===== config.mk =====
export PLATFORM = sky130hd
export DESIGN_NAME = retry_pipe_top
export DESIGN_NICKNAME = d
export VERILOG_FILES = /design/src/verilog/retry_pkg.sv /design/src/verilog/retry_start.sv /design/src/verilog/op_lane.sv /design/src/verilog/lane_compare.sv /design/src/verilog/retry_ctrl.sv /design/src/verilog/retry_pipe_top.sv
export SDC_FILE = /design/constraint.sdc
export NUM_CORES = 1
export LEC_CHECK = 0
export ABC_AREA = 1
export BUFFER_PORTS_ARGS = -buffer_cell sky130_fd_sc_hd__clkbuf_2
export CORE_MARGIN = 3
export CORE_UTILIZATION = 40
export CTS_CLUSTER_DIAMETER = 40
export DETAILED_ROUTE_END_ITERATION = 12
export GPL_TIMING_DRIVEN = 0
export PLACE_DENSITY = 0.58
export SYNTH_ARGS = -nofsm -noshare
export SYNTH_HDL_FRONTEND = slang
export SYNTH_SLANG_ARGS = --single-unit

===== constraint.sdc =====
create_clock -name clk_i -period 7.3 [get_ports clk_i]
set_input_delay 1.46 -clock clk_i [delete_from_list [all_inputs] [get_ports clk_i]]
set_output_delay 1.46 -clock clk_i [all_outputs]
set_load 0.02 [all_outputs]

===== src/verilog/retry_pkg.sv =====
`default_nettype none

package retry_pkg;

    ////////////////////////////////////////////////////////////////////////////
    // Data widths

    // Operand and result width
    localparam int OPA_W = 16;
    localparam int RES_W = 16;

    // Opcode field width
    localparam int OP_W = 2;

    // Packed item is {opcode, operand a, operand b}
    localparam int ITEM_W = OP_W + 2 * OPA_W;

    ////////////////////////////////////////////////////////////////////////////
    // Transaction id layout

    // Top bit is parity over the index bits
    localparam int ID_W  = 4;
    localparam int IDX_W = ID_W - 1;
    localparam int SLOTS = 2 ** (ID_W - 1);

    // Lane register stages
    localparam int LANE_DEPTH = 2;

    // Result bit flipped in lane B on a fault strobe
    localparam int FAULT_BIT = 0;

    // Saturating fault counter width
    localparam int CNT_W = 16;

    ////////////////////////////////////////////////////////////////////////////
    // Enumerations

    typedef enum logic [OP_W-1:0] {
        OP_ADD  = 2'd0,
        OP_SUB  = 2'd1,
        OP_XOR  = 2'd2,
        OP_ROTL = 2'd3
    } op_e;

    typedef enum logic [1:0] {
        ST_RUN   = 2'd0,
        ST_RETRY = 2'd1
    } ctrl_state_e;

endpackage

`default_nettype wire


===== src/verilog/retry_start.sv =====
`timescale 1ns/1ns
`default_nettype none

module retry_start (
    input  logic                        clk_i,
    input  logic                        rst_n_i,

    // Upstream connection
    input  logic [retry_pkg::ITEM_W-1:0] data_i,
    input  logic                        valid_i,
    output logic                        ready_o,

    // Downstream connection
    output logic [retry_pkg::ITEM_W-1:0] data_o,
    output logic [retry_pkg::ID_W-1:0]   id_o,
    output logic                        valid_o,
    input  logic                        ready_i,

    // Retry connection
    input  logic [retry_pkg::ID_W-1:0]   retry_id_i,
    input  logic                        retry_valid_i,
    output logic                        retry_ready_o
);

    import retry_pkg::*;

    logic [ID_W-1:0]   failed_id_q;
    logic              failed_valid_q;
    logic              retry_take;
    logic              issue;
    logic [ID_W-1:0]   counter_q;
    logic [IDX_W-1:0]  idx_next;
    logic [ITEM_W-1:0] storage_q [SLOTS];

    ////////////////////////////////////////////////////////////////////////////
    // Failed id holding register

    assign retry_take    = retry_valid_i & retry_ready_o;
    assign retry_ready_o = ready_i | ~failed_valid_q;

    // A new retry wins over clearing the one being re-issued
    always_ff @(posedge clk_i) begin
        if (!rst_n_i) begin
            failed_valid_q <= 1'b0;
        end else if (retry_take) begin
            failed_valid_q <= 1'b1;
        end else if (failed_valid_q && ready_i) begin
            failed_valid_q <= 1'b0;
        end
    end

    always_ff @(posedge clk_i) begin
        if (retry_take) begin
            failed_id_q <= retry_id_i;
        end
    end

    ////////////////////////////////////////////////////////////////////////////
    // Id counter with parity on top

    assign issue    = valid_o & ready_i;
    assign idx_next = counter_q[IDX_W-1:0] + 1'b1;

    always_ff @(posedge clk_i) begin
        if (!rst_n_i) begin
            counter_q <= '0;
        end else if (issue) begin
            counter_q <= {^idx_next, idx_next};
        end
    end

    ////////////////////////////////////////////////////////////////////////////
    // Item storage written at the id being issued

    always_ff @(posedge clk_i) begin
        if (issue) begin
            storage_q[counter_q[IDX_W-1:0]] <= data_o;
        end
    end

    // Stored copy goes out ahead of new input
    always_comb begin
        if (failed_valid_q) begin
            data_o = storage_q[failed_id_q[IDX_W-1:0]];
        end else begin
            data_o = data_i;
        end
    end

    assign id_o = counter_q;

    // Upstream held off while a retry is waiting
    assign ready_o = ready_i & ~failed_valid_q;
    assign valid_o = valid_i | failed_valid_q;

    // Issued ids always carry correct parity
    assert property (@(posedge clk_i) disable iff (!rst_n_i)
        valid_o |-> (id_o[ID_W-1] == ^id_o[IDX_W-1:0]))
    else $error("retry_start: id parity broken on issue");

endmodule

`default_nettype wire


===== src/verilog/op_lane.sv =====
`timescale 1ns/1ns
`default_nettype none

module op_lane (
    input  logic                         clk_i,
    input  logic                         rst_n_i,
    input  logic                         en_i,
    input  logic [retry_pkg::ITEM_W-1:0] item_i,
    input  logic [retry_pkg::ID_W-1:0]   id_i,
    input  logic                         valid_i,
    input  logic                         fault_i,
    output logic [retry_pkg::RES_W-1:0]  result_o,
    output logic [retry_pkg::ID_W-1:0]   id_o,
    output logic                         valid_o
);

    import retry_pkg::*;

    op_e               op;
    logic [OPA_W-1:0]  opa;
    logic [OPA_W-1:0]  opb;
    logic [2*OPA_W-1:0] rot_tmp;
    logic [RES_W-1:0]  calc;

    logic [RES_W-1:0]  s1_result_q;
    logic [ID_W-1:0]   s1_id_q;
    logic              s1_valid_q;
    logic              s1_fault_q;

    // Unpack {op, a, b}
    assign op  = op_e'(item_i[ITEM_W-1 -: OP_W]);
    assign opa = item_i[2*OPA_W-1 -: OPA_W];
    assign opb = item_i[OPA_W-1:0];

    // Upper half of the doubled word gives the rotation
    assign rot_tmp = {opa, opa} << opb[3:0];

    always_comb begin
        case (op)
            OP_ADD:  calc = opa + opb;
            OP_SUB:  calc = opa - opb;
            OP_XOR:  calc = opa ^ opb;
            OP_ROTL: calc = rot_tmp[2*OPA_W-1 -: RES_W];
            default: calc = '0;
        endcase
    end

    ////////////////////////////////////////////////////////////////////////////
    // Stage 1

    always_ff @(posedge clk_i) begin
        if (!rst_n_i) begin
            s1_valid_q <= 1'b0;
            s1_fault_q <= 1'b0;
        end else if (en_i) begin
            s1_valid_q <= valid_i;
            s1_fault_q <= fault_i & valid_i;
        end
    end

    always_ff @(posedge clk_i) begin
        if (en_i) begin
            s1_result_q <= calc;
            s1_id_q     <= id_i;
        end
    end

    ////////////////////////////////////////////////////////////////////////////
    // Stage 2 flips one bit on an injected fault

    always_ff @(posedge clk_i) begin
        if (!rst_n_i) begin
            valid_o <= 1'b0;
        end else if (en_i) begin
            valid_o <= s1_valid_q;
        end
    end

    always_ff @(posedge clk_i) begin
        if (en_i) begin
            result_o <= s1_result_q ^ (RES_W'(s1_fault_q) << FAULT_BIT);
            id_o     <= s1_id_q;
        end
    end

endmodule

`default_nettype wire


===== src/verilog/lane_compare.sv =====
`timescale 1ns/1ns
`default_nettype none

module lane_compare (
    input  logic                        clk_i,
    input  logic                        rst_n_i,
    input  logic                        en_i,
    input  logic [retry_pkg::RES_W-1:0] a_result_i,
    input  logic [retry_pkg::RES_W-1:0] b_result_i,
    input  logic [retry_pkg::ID_W-1:0]  a_id_i,
    input  logic [retry_pkg::ID_W-1:0]  b_id_i,
    input  logic                        a_valid_i,
    input  logic                        b_valid_i,
    output logic [retry_pkg::RES_W-1:0] result_o,
    output logic [retry_pkg::ID_W-1:0]  id_o,
    output logic                        valid_o,
    output logic                        match_o
);

    import retry_pkg::*;

    always_ff @(posedge clk_i) begin
        if (!rst_n_i) begin
            valid_o <= 1'b0;
        end else if (en_i) begin
            valid_o <= a_valid_i;
        end
    end

    // Lane A carries the result forward
    always_ff @(posedge clk_i) begin
        if (en_i) begin
            result_o <= a_result_i;
            id_o     <= a_id_i;
            match_o  <= (a_result_i == b_result_i);
        end
    end

    // Both lanes are fed from one issue port and must stay in lockstep
    assert property (@(posedge clk_i) disable iff (!rst_n_i)
        a_valid_i == b_valid_i)
    else $error("lane_compare: lane valid bits differ");

    assert property (@(posedge clk_i) disable iff (!rst_n_i)
        a_valid_i |-> (a_id_i == b_id_i))
    else $error("lane_compare: lane ids differ");

endmodule

`default_nettype wire


===== src/verilog/retry_ctrl.sv =====
`timescale 1ns/1ns
`default_nettype none

module retry_ctrl (
    input  logic                        clk_i,
    input  logic                        rst_n_i,
    input  logic [retry_pkg::RES_W-1:0] cmp_result_i,
    input  logic [retry_pkg::ID_W-1:0]  cmp_id_i,
    input  logic                        cmp_valid_i,
    input  logic                        cmp_match_i,
    input  logic                        out_ready_i,
    input  logic                        retry_ready_i,
    output logic [retry_pkg::RES_W-1:0] out_result_o,
    output logic                        out_valid_o,
    output logic [retry_pkg::ID_W-1:0]  retry_id_o,
    output logic                        retry_valid_o,
    output logic                        stall_n_o,
    output logic [retry_pkg::CNT_W-1:0] fault_count_o
);

    import retry_pkg::*;

    ctrl_state_e     state_q;
    ctrl_state_e     state_d;
    logic [ID_W-1:0] retry_id_q;
    logic            cmp_bad;
    logic            drop;

    assign cmp_bad = cmp_valid_i & ~cmp_match_i;

    // Only one retry in flight, so a second mismatch waits in the compare stage
    assign drop = cmp_bad & (state_q == ST_RUN);

    ////////////////////////////////////////////////////////////////////////////
    // Output and stall

    assign out_result_o = cmp_result_i;
    assign out_valid_o  = cmp_valid_i & cmp_match_i;

    // Advance when empty, dropping, or the consumer takes the result
    assign stall_n_o = ~cmp_valid_i | drop | (cmp_match_i & out_ready_i);

    ////////////////////////////////////////////////////////////////////////////
    // Retry FSM

    always_comb begin
        state_d = state_q;
        case (state_q)
            ST_RUN: begin
                if (drop) begin
                    state_d = ST_RETRY;
                end
            end
            ST_RETRY: begin
                if (retry_ready_i) begin
                    state_d = ST_RUN;
                end
            end
            default: state_d = ST_RUN;
        endcase
    end

    always_ff @(posedge clk_i) begin
        if (!rst_n_i) begin
            state_q <= ST_RUN;
        end else begin
            state_q <= state_d;
        end
    end

    always_ff @(posedge clk_i) begin
        if (drop) begin
            retry_id_q <= cmp_id_i;
        end
    end

    assign retry_valid_o = (state_q == ST_RETRY);
    assign retry_id_o    = retry_id_q;

    // Saturating mismatch count
    always_ff @(posedge clk_i) begin
        if (!rst_n_i) begin
            fault_count_o <= '0;
        end else if (drop && (fault_count_o != {CNT_W{1'b1}})) begin
            fault_count_o <= fault_count_o + 1'b1;
        end
    end

    assert property (@(posedge clk_i) disable iff (!rst_n_i)
        cmp_bad |-> !out_valid_o)
    else $error("retry_ctrl: mismatched result delivered");

endmodule

`default_nettype wire


===== src/verilog/retry_pipe_top.sv =====
`timescale 1ns/1ns
`default_nettype none

module retry_pipe_top (
    input  logic                         clk_i,
    input  logic                         rst_n_i,
    input  logic [retry_pkg::ITEM_W-1:0] in_item_i,
    input  logic                         in_valid_i,
    output logic                         in_ready_o,
    output logic [retry_pkg::RES_W-1:0]  out_result_o,
    output logic                         out_valid_o,
    input  logic                         out_ready_i,
    input  logic                         fault_i,
    output logic [retry_pkg::CNT_W-1:0]  fault_count_o
);

    import retry_pkg::*;

    // Issue port
    logic [ITEM_W-1:0] issue_item;
    logic [ID_W-1:0]   issue_id;
    logic              issue_valid;
    logic              stall_n;

    // Lane outputs
    logic [RES_W-1:0]  a_result;
    logic [ID_W-1:0]   a_id;
    logic              a_valid;
    logic [RES_W-1:0]  b_result;
    logic [ID_W-1:0]   b_id;
    logic              b_valid;

    // Compare stage
    logic [RES_W-1:0]  cmp_result;
    logic [ID_W-1:0]   cmp_id;
    logic              cmp_valid;
    logic              cmp_match;

    // Retry loop back
    logic [ID_W-1:0]   retry_id;
    logic              retry_valid;
    logic              retry_ready;

    ////////////////////////////////////////////////////////////////////////////
    // Issue and duplicated lanes

    retry_start u_retry_start (
        .clk_i         (clk_i),
        .rst_n_i       (rst_n_i),
        .data_i        (in_item_i),
        .valid_i       (in_valid_i),
        .ready_o       (in_ready_o),
        .data_o        (issue_item),
        .id_o          (issue_id),
        .valid_o       (issue_valid),
        .ready_i       (stall_n),
        .retry_id_i    (retry_id),
        .retry_valid_i (retry_valid),
        .retry_ready_o (retry_ready)
    );

    op_lane lane_a (
        .clk_i    (clk_i),
        .rst_n_i  (rst_n_i),
        .en_i     (stall_n),
        .item_i   (issue_item),
        .id_i     (issue_id),
        .valid_i  (issue_valid),
        .fault_i  (1'b0),
        .result_o (a_result),
        .id_o     (a_id),
        .valid_o  (a_valid)
    );

    // Fault injection only on lane B
    op_lane lane_b (
        .clk_i    (clk_i),
        .rst_n_i  (rst_n_i),
        .en_i     (stall_n),
        .item_i   (issue_item),
        .id_i     (issue_id),
        .valid_i  (issue_valid),
        .fault_i  (fault_i),
        .result_o (b_result),
        .id_o     (b_id),
        .valid_o  (b_valid)
    );

    ////////////////////////////////////////////////////////////////////////////
    // Compare and control

    lane_compare u_lane_compare (
        .clk_i      (clk_i),
        .rst_n_i    (rst_n_i),
        .en_i       (stall_n),
        .a_result_i (a_result),
        .b_result_i (b_result),
        .a_id_i     (a_id),
        .b_id_i     (b_id),
        .a_valid_i  (a_valid),
        .b_valid_i  (b_valid),
        .result_o   (cmp_result),
        .id_o       (cmp_id),
        .valid_o    (cmp_valid),
        .match_o    (cmp_match)
    );

    retry_ctrl u_retry_ctrl (
        .clk_i         (clk_i),
        .rst_n_i       (rst_n_i),
        .cmp_result_i  (cmp_result),
        .cmp_id_i      (cmp_id),
        .cmp_valid_i   (cmp_valid),
        .cmp_match_i   (cmp_match),
        .out_ready_i   (out_ready_i),
        .retry_ready_i (retry_ready),
        .out_result_o  (out_result_o),
        .out_valid_o   (out_valid_o),
        .retry_id_o    (retry_id),
        .retry_valid_o (retry_valid),
        .stall_n_o     (stall_n),
        .fault_count_o (fault_count_o)
    );

endmodule

`default_nettype wire


# After elaboration in Yosys (flattened, before gate mapping)

Memories as Yosys holds them, arrays and structs flattened. A register that Yosys moved wholly into a read port is not among the register bits.
Cells that the tools add are included.

Input port bits: 39
Latch bits: 0
Output and inout port bits: 34
Memories kept: 1
Word-level logic and storage cells: 65
Flip-flop bits (word level): 106
Bits in writable memories: 272
Memory bits (read-only): 0

Equality and inequality tests: 8
Bitwise logic cells: 17
Magnitude comparators: 0
Reduce and logical (&&, ||, !) cells: 6
Mux-type cells: 10
Add/subtract/negate cells: 4
Divide/modulo/power cells: 0
Shift operators: 1
$mul: 0

Memories:

| name                    | words | width | read ports | clocked after Yosys merged registers in | write ports | line              | text |
|---|---|---|---|---|---|---|---|
| u_retry_start.storage_q | 8     | 34    | 1          | 1                                       | 1           | retry_start.sv:33 | `logic [ITEM_W-1:0] storage_q [SLOTS];` |

Operator list:

| cell                                                                    | count |
|---|---|
| 16-bit one-hot mux with 4 select lines                                  | 1 |
| 34-bit two-way mux                                                      | 1 |
| 32-bit by 4-bit left shift with 32-bit output                           | 1 |
| 16-bit by 1-bit adder with 16-bit output, second input constant         | 1 |
| 16-bit adder                                                            | 1 |
| 16-bit equality test                                                    | 1 |
| 16-bit inequality test, second input constant                           | 1 |
| 16-bit subtractor                                                       | 1 |
| 16-bit by 1-bit bitwise XOR with 16-bit output                          | 1 |
| 16-bit bitwise XOR                                                      | 1 |
| 1-bit AND                                                               | 8 |
| 2-bit by 1-bit equality test with 1-bit output, second input constant   | 2 |
| 2-bit equality test, second input constant                              | 2 |
| 2-bit logical NOT                                                       | 2 |
| 1-bit two-way mux                                                       | 4 |
| 2-bit two-way mux                                                       | 2 |
| 1-bit OR                                                                | 4 |
| 2-bit one-hot mux with 2 select lines                                   | 1 |
| 3-bit by 1-bit adder with 3-bit output, second input constant           | 1 |
| 3-bit two-way mux                                                       | 1 |
| 1-bit NOT                                                               | 3 |
| 1-bit logical AND                                                       | 2 |
| 2-bit by 1-bit inequality test with 1-bit output, second input constant | 1 |
| 2-bit inequality test, second input constant                            | 1 |
| other kinds (2)                                                         | 2 |

# Depth between registers and ports, before layout

Depth in word-level cells: 8
Depth in mapped cells: 31
Depth with buffers taken out: 27

# Hierarchy

Synthesis repeated with hierarchy kept, for this count alone.

Cell total of the unflattened synthesis: 2499
Area total of the unflattened synthesis: 21779.6 µm²

By module, submodules not included:

| module           | sequential area each (µm²) | area an instance (µm²) | cells an instance | instances |
|---|---|---|---|---|
| retry_start      | 8418.1                     | 12280.5                | 1217              | 1 |
| op_lane (lane_a) | 1261.2                     | 3674.8                 | 508               | 1 |
| op_lane (lane_b) | 1261.2                     | 3649.8                 | 505               | 1 |
| retry_ctrl       | 460.4                      | 1260.0                 | 192               | 1 |
| lane_compare     | 650.6                      | 910.9                  | 76                | 1 |
| retry_pipe_top   | 0.0                        | 3.8                    | 1                 | 1 |

# Least setup slack after synthesis

No wires, ideal clock.

Kind: input-to-reg
Start point: in out_ready_i
End point: mem u_retry_start.storage_q[0][0] (netlist bit) (enable)
Path buffers: 0
Stages on the path: 7
Library setup time: 0.425 ns
Arrival: 5.160 ns
Setup slack: 1.714 ns
Data required time: 6.875 ns
Path through: or2_2 -> nand2_1 -> inv_1 -> o21ai_0 -> inv_1 -> nand2_1 -> nor2_1

Longest elaborated chain between the ends: 5

Ends and longest elaborated chain:

| what                                    | line                 | text |
|---|---|---|
| start: declaration                      | retry_pipe_top.sv:12 | `input logic out_ready_i,` |
| 1-bit AND                               | retry_ctrl.sv:41     | `assign stall_n_o = ~cmp_valid_i \| drop \| (cmp_match_i & out_ready_i);` |
| 1-bit OR                                | retry_ctrl.sv:41     |  |
| via lane_a.en_i                         | op_lane.sv:7         | `input logic en_i,` |
| 1-bit AND                               | retry_start.sv:61    | `assign issue = valid_o & ready_i;` |
| 1-bit two-way mux                       | retry_start.sv:76    | `if (issue) begin` |
| 1-bit two-way mux (implied by the code) | retry_start.sv:77    | `storage_q[counter_q[IDX_W-1:0]] <= data_o;` |
| end: declaration                        | retry_start.sv:33    |  |

The timed path passes the listed nets, and every way through them passes these cells.

# Worst setup path after layout

Start point: reg u_retry_start.failed_valid_q
End point: reg lane_a.s1_result_q[11], data pin

Longest elaborated chain between the ends: 3
Elaborated cells between the ends (all ways): 10
Classes of those cells: add/sub: 2; eq/ne: 3; shift: 1; mux: 2; bitwise: 1; reduce/logical: 1

Ends and longest elaborated chain:

| what                                      | line                 | text |
|---|---|---|
| start: declaration                        | retry_start.sv:28    | `logic failed_valid_q;` |
| start signal: assignment                  | retry_start.sv:44    | `failed_valid_q <= 1'b0;` |
| start signal: assignment                  | retry_start.sv:46    | `failed_valid_q <= 1'b1;` |
| start signal: assignment                  | retry_start.sv:48    | `failed_valid_q <= 1'b0;` |
| 34-bit two-way mux *                      | retry_start.sv:83    | `if (failed_valid_q) begin` |
| via issue_item[3]                         | retry_pipe_top.sv:20 | `logic [ITEM_W-1:0] issue_item;` |
| 16-bit subtractor (tied with other cells) | op_lane.sv:41        | `OP_SUB: calc = opa - opb;` |
| 16-bit one-hot mux with 4 select lines *  | op_lane.sv:39        | `case (op)` |
| via lane_a.calc[11]                       | op_lane.sv:23        | `logic [RES_W-1:0] calc;` |
| end signal: assignment                    | op_lane.sv:63        | `s1_result_q <= calc;` |
| end: declaration                          | op_lane.sv:25        | `logic [RES_W-1:0] s1_result_q;` |

Mark *: on every way through the listed nets, which the timed path passes. The rest lies on a longest branch.
A chain may end at the register's enable or synchronous reset.

==> results list <==
* Capturing instance or port of the critical path: lane_a.s1_result_q[11]
- Reg-to-Reg Start: u_retry_start.failed_valid_q
- For this run the aggregate overflow at the end of global routing stands at 0.
* Category of the critical setup timing path: flop to flop
- Of the total power, combinational logic draws 0.135.
* Most used flip-flop cell after synthesis: sky130_fd_sc_hd__edfxtp_1
- Yosys mapped a number of flops with a built-in enable equal to 337.
- Fill cells in the final layout number roughly 3.8k.
* Slew @ Worst Pin: 0.9338 ns
* Total internal power: 4.265 mW
* FMAX: 202.6 MHz
- Compared with the post-synthesis result, the final layout area differs by 18.35%.
- Most common cell on crit path: sky130_fd_sc_hd__nand3_1
- Power spent charging and discharging nets: 1.585 mW
- In this run the clock root is driven by a sky130_fd_sc_hd__clkbuf_16.
- Max Fanout on Critical Path: 17
- In the routed layout, each cell is associated on average with a via count of 5.442.
* Initial antenna violation count: 1
- Nets@finish: 1817
- The run finished with clean final reports.
- Diode insertion count for antenna repair: 0
- Minimum hold slack: about 0.4 ns
- Netlist area before placement: approximately 17000 um^2
- Final antenna-violating net count: 0
- CP startpoint: u_retry_start.failed_valid_q
- RSZ-0062 raised after global routing: false
* Slowest Stage Delay on Critical Path: around 0.6 ns
- Quantity of I/O buffers inserted on ports: 72
* Cells on worst reg2reg path: 16
* Maximum capacitance violations: 0
- The H-tree was split into 2 levels.
* Fraction of final layout cells with drive strength greater than 1: 0.1576
* Number of clock buffers inserted by TritonCTS: 52
* Routed length per instance: between 20 and 25 um
- The worst setup path is launched from a flop.
- The number of nets handed over by synthesis was 1682.
* Flip-flop and latch count after synthesis: 365
- After clock tree synthesis, the clock-pin slew on the worst setup and hold paths is roughly 0.06 ns.
- Die outline area: roughly 44000 um^2
- For flop-to-flop paths, the worst setup slack is 2.36 ns.
- Via count: 12.70k
- STA puts the critical path data arrival time at ~5.3 ns.
* Number of buffers added to fix hold violations after cts: 0
- Counting flops with an async set or reset pin after synthesis yields a share of 0.
- I/O pin count: 73
* Sum of routed wire length over all layers: 49840 um
* Synthesized netlist cell count: ~1.6k
- The multi-input combinational cells in the finished layout cover a total of 5241 um^2.
* Setup violations, final: 0
- IR drop worst, VDD: slightly above 0.2 mV
- Average cell area after synthesis: 10.31 um^2
- The first global-routing pass estimated 74820 um of wire.
* Routability-driven placement congestion ratio: 0.8831
- Ys Warns: 0
* Dominant cell by count in the synthesized netlist: sky130_fd_sc_hd__edfxtp_1
- Storage element area: 10680 um^2
- The critical path goes through clkbuf_1 -> buf_1 -> nand3_1 -> nand2_2 -> buf_2 -> buf_2 -> xor2_1 -> ha_1 -> inv_1 -> nor3_1 -> nand2_1 -> nand3_1 -> a21boi_0 -> o21ai_0 -> o21ai_0 -> nand3_1.
- In this run the critical register-to-register path is captured at lane_a.s1_result_q[11].
* DRC violation total after the first TritonRoute iteration: around 1.4k
* Starting density of the core: 0.4074
- By count the netlist is led by sky130_fd_sc_hd__edfxtp_1 (337), sky130_fd_sc_hd__nand2_1 (299), sky130_fd_sc_hd__nand3_1 (271).
* Final WS setup: about 2.4 ns
* Library cell contributing the largest single delay on the critical path: sky130_fd_sc_hd__buf_1
- Clock network fraction of design power: 0.436
- Placeable core region: 41110 um^2
- STA classifies the critical path endpoint as a flop.
- Prior to clock tree synthesis, the placed netlist has a worst setup slack of approximately 2.2 ns.
* CTS tree: done
- In this run the static leakage power is around 7.7 nW.
* Required arrival time at the worst endpoint: 7.62 ns
* Die boundary width: 210.6 um
- Counting along the longest clock path gives a buffer depth of 3.
- CTS sink count: approximately 370
* Worst hold-check path type: flop to flop
- # DRC: 0
- Once detailed placement completed, the half-perimeter wirelength came to approximately 33000 um.
* Sequential share of power: 0.430
- On the final layout, the worst clock skew is 0.01664 ns.
- Min cycle time layout: 4.936 ns
- In the finished design, the share of the clock period the worst path needs comes to 0.6762.
* Sequential-to-total area share from yosys stat: 0.6376
* P per Cell Area: 295.1 nW/um^2
- Cell variety after synth: 46
* Floorplan die height: 210.6 um
- Final setup TNS: 0 ns
- Post-CTS setup-driven buffer insertion count: 0
* Headroom to the max-slew limit: 0.3775
- The later pin in the worst-skew pair is clocked with a latency of 0.60 ns.
* Total power after layout: a little under 6 mW
* Number of endpoints with negative hold slack in the final report: 0
- # resized after CTS: 0
- Via count of the first global-routing pass: 12.41k
- First-pass detailed-route iteration total: 5
- Cells taking the most area after synthesis: sky130_fd_sc_hd__edfxtp_1 (60%), sky130_fd_sc_hd__nand3_1 (8.1%), sky130_fd_sc_hd__nand2_1 (6.7%), sky130_fd_sc_hd__nor2_1 (4.4%), sky130_fd_sc_hd__dfxtp_1 (3.3%)
* Number of pins with negative max-slew slack in the final report: 0
* Maximum number of pins on one net before global-route repair: 50
- Count of standard-cell rows: 74
- Of the total power, the share spent switching nets is 0.2709.
- Of the post-synthesis cell area, the dominant cell type holds 0.6042.
- Of all cell types, the one taking the most synthesized area is sky130_fd_sc_hd__edfxtp_1.
- For this run, the total global-route usage over all layers was measured as 0.2252.
layout by cell type (no fill, tap or decap), drive strengths merged, types with 7 or more instances in the layout:
cell type and count:
a21oi 43, buf 68, clkbuf 151, clkinv 20, dfxtp 28, edfxtp 337, ha 18, inv 120
nand2 329, nand3 274, nand4 7, nor2 204, nor3 7, o211ai 22, o21ai 114, xor2 19
layout make-up:
type	count	share of cell area
clock inverters	34	0.02095
well taps	532	0.03358
plain buffers	75	0.02253
multi-input cells	1069	0.2644
inverters	115	0.02228
clock buffers	63	0.06987
flip-flops and latches	365	0.5388
repair buffers	81	0.02764
worst max-delay path, delay by kind of cell (launching register included):
kind | cells | cell delay (ns)
DFF | 1 | 0.36
xor gates and xnor gates | 1 | 0.19
adders and majority gates | 1 | 0.30
AOI/OAI and AO/OA | 3 | 0.94
and+or+nand+nor | 6 | 0.94
buffers and inverters | 5 | 1.93
routing by layer:
| metal | routed length, um | track usage | vias up |
|---|---|---|---|
| li1 | - | - | 5933 |
| met1 | 20790 | 0.3070 | 6102 |
| met2 | 22800 | 0.3513 | 548 |
| met3 | 4250 | 0.04515 | 119 |
| met4 | 1994 | 0.1012 | 0 |
| met5 | 0 | 0 | - |
worst min-delay path by stage:
stage                          startpoint                endpoint  slack [ns]  cells after the start
floorplan               lane_a.s1_id_q[0]          lane_a.id_o[0]        0.40                      0
finish              lane_a.s1_result_q[9]      lane_a.result_o[9]        0.41                      0
detailed placement  lane_a.s1_result_q[9]      lane_a.result_o[9]        0.40                      0
CTS                 lane_a.s1_result_q[9]      lane_a.result_o[9]        0.41                      0
global route               lane_a.id_o[0]  u_lane_compare.id_o[0]        0.42                      0
global placement           lane_a.id_o[2]  u_lane_compare.id_o[2]        0.40                      0
power groups by stage:
stage / combinational [mW] / sequential [mW] / clock (mW)
finish: 0.787 / 2.51 / 2.55
global route: 0.865 / 2.53 / 2.67
CTS: 0.780 / 2.52 / 2.58
detailed placement: 0.778 / 2.56 / 0
global placement: 0.760 / 2.56 / 0
floorplan: 0.462 / 2.59 / 0
flip-flops by register name, indices dropped and copies added (netlist names), 3 cells and up, named ones only:
signal / count
u_lane_compare.result_o: 16
u_retry_start.storage_q: 272
u_retry_start.failed_id_q: 3
lane_a.s1_result_q: 16
u_retry_ctrl.retry_id_o: 3
lane_a.s1_id_q: 3
u_retry_ctrl.fault_count_o: 16
lane_a.result_o: 16
u_retry_start.id_o: 3
u_lane_compare.id_o: 3
lane_a.id_o: 3
kinds of logic (layout without fill, tap and decap cells):
family	Yosys count	after routing	share of synthesized area
AND/OR/NAND/NOR	829	829	0.2166
AO/OA/AOI/OAI	199	199	0.06656
adder cells (fa/ha/maj)	19	19	0.01464
flip-flops	365	365	0.6376
XOR/XNOR	22	22	0.01150
buffers and inverters	190	368	0.05304
stage by stage:
step | cell area [um^2] | instances | utilization
final | 19820 | 2334 | 0.4822
after global routing | 19820 | 2334 | 0.4822
after CTS | 19820 | 2334 | 0.4822
after detailed placement | 18020 | 2237 | 0.4384
after global placement | 17780 | 2228 | 0.4324
after floorplan | 16750 | 1624 | -
Power figures use the tool's default switching activity.
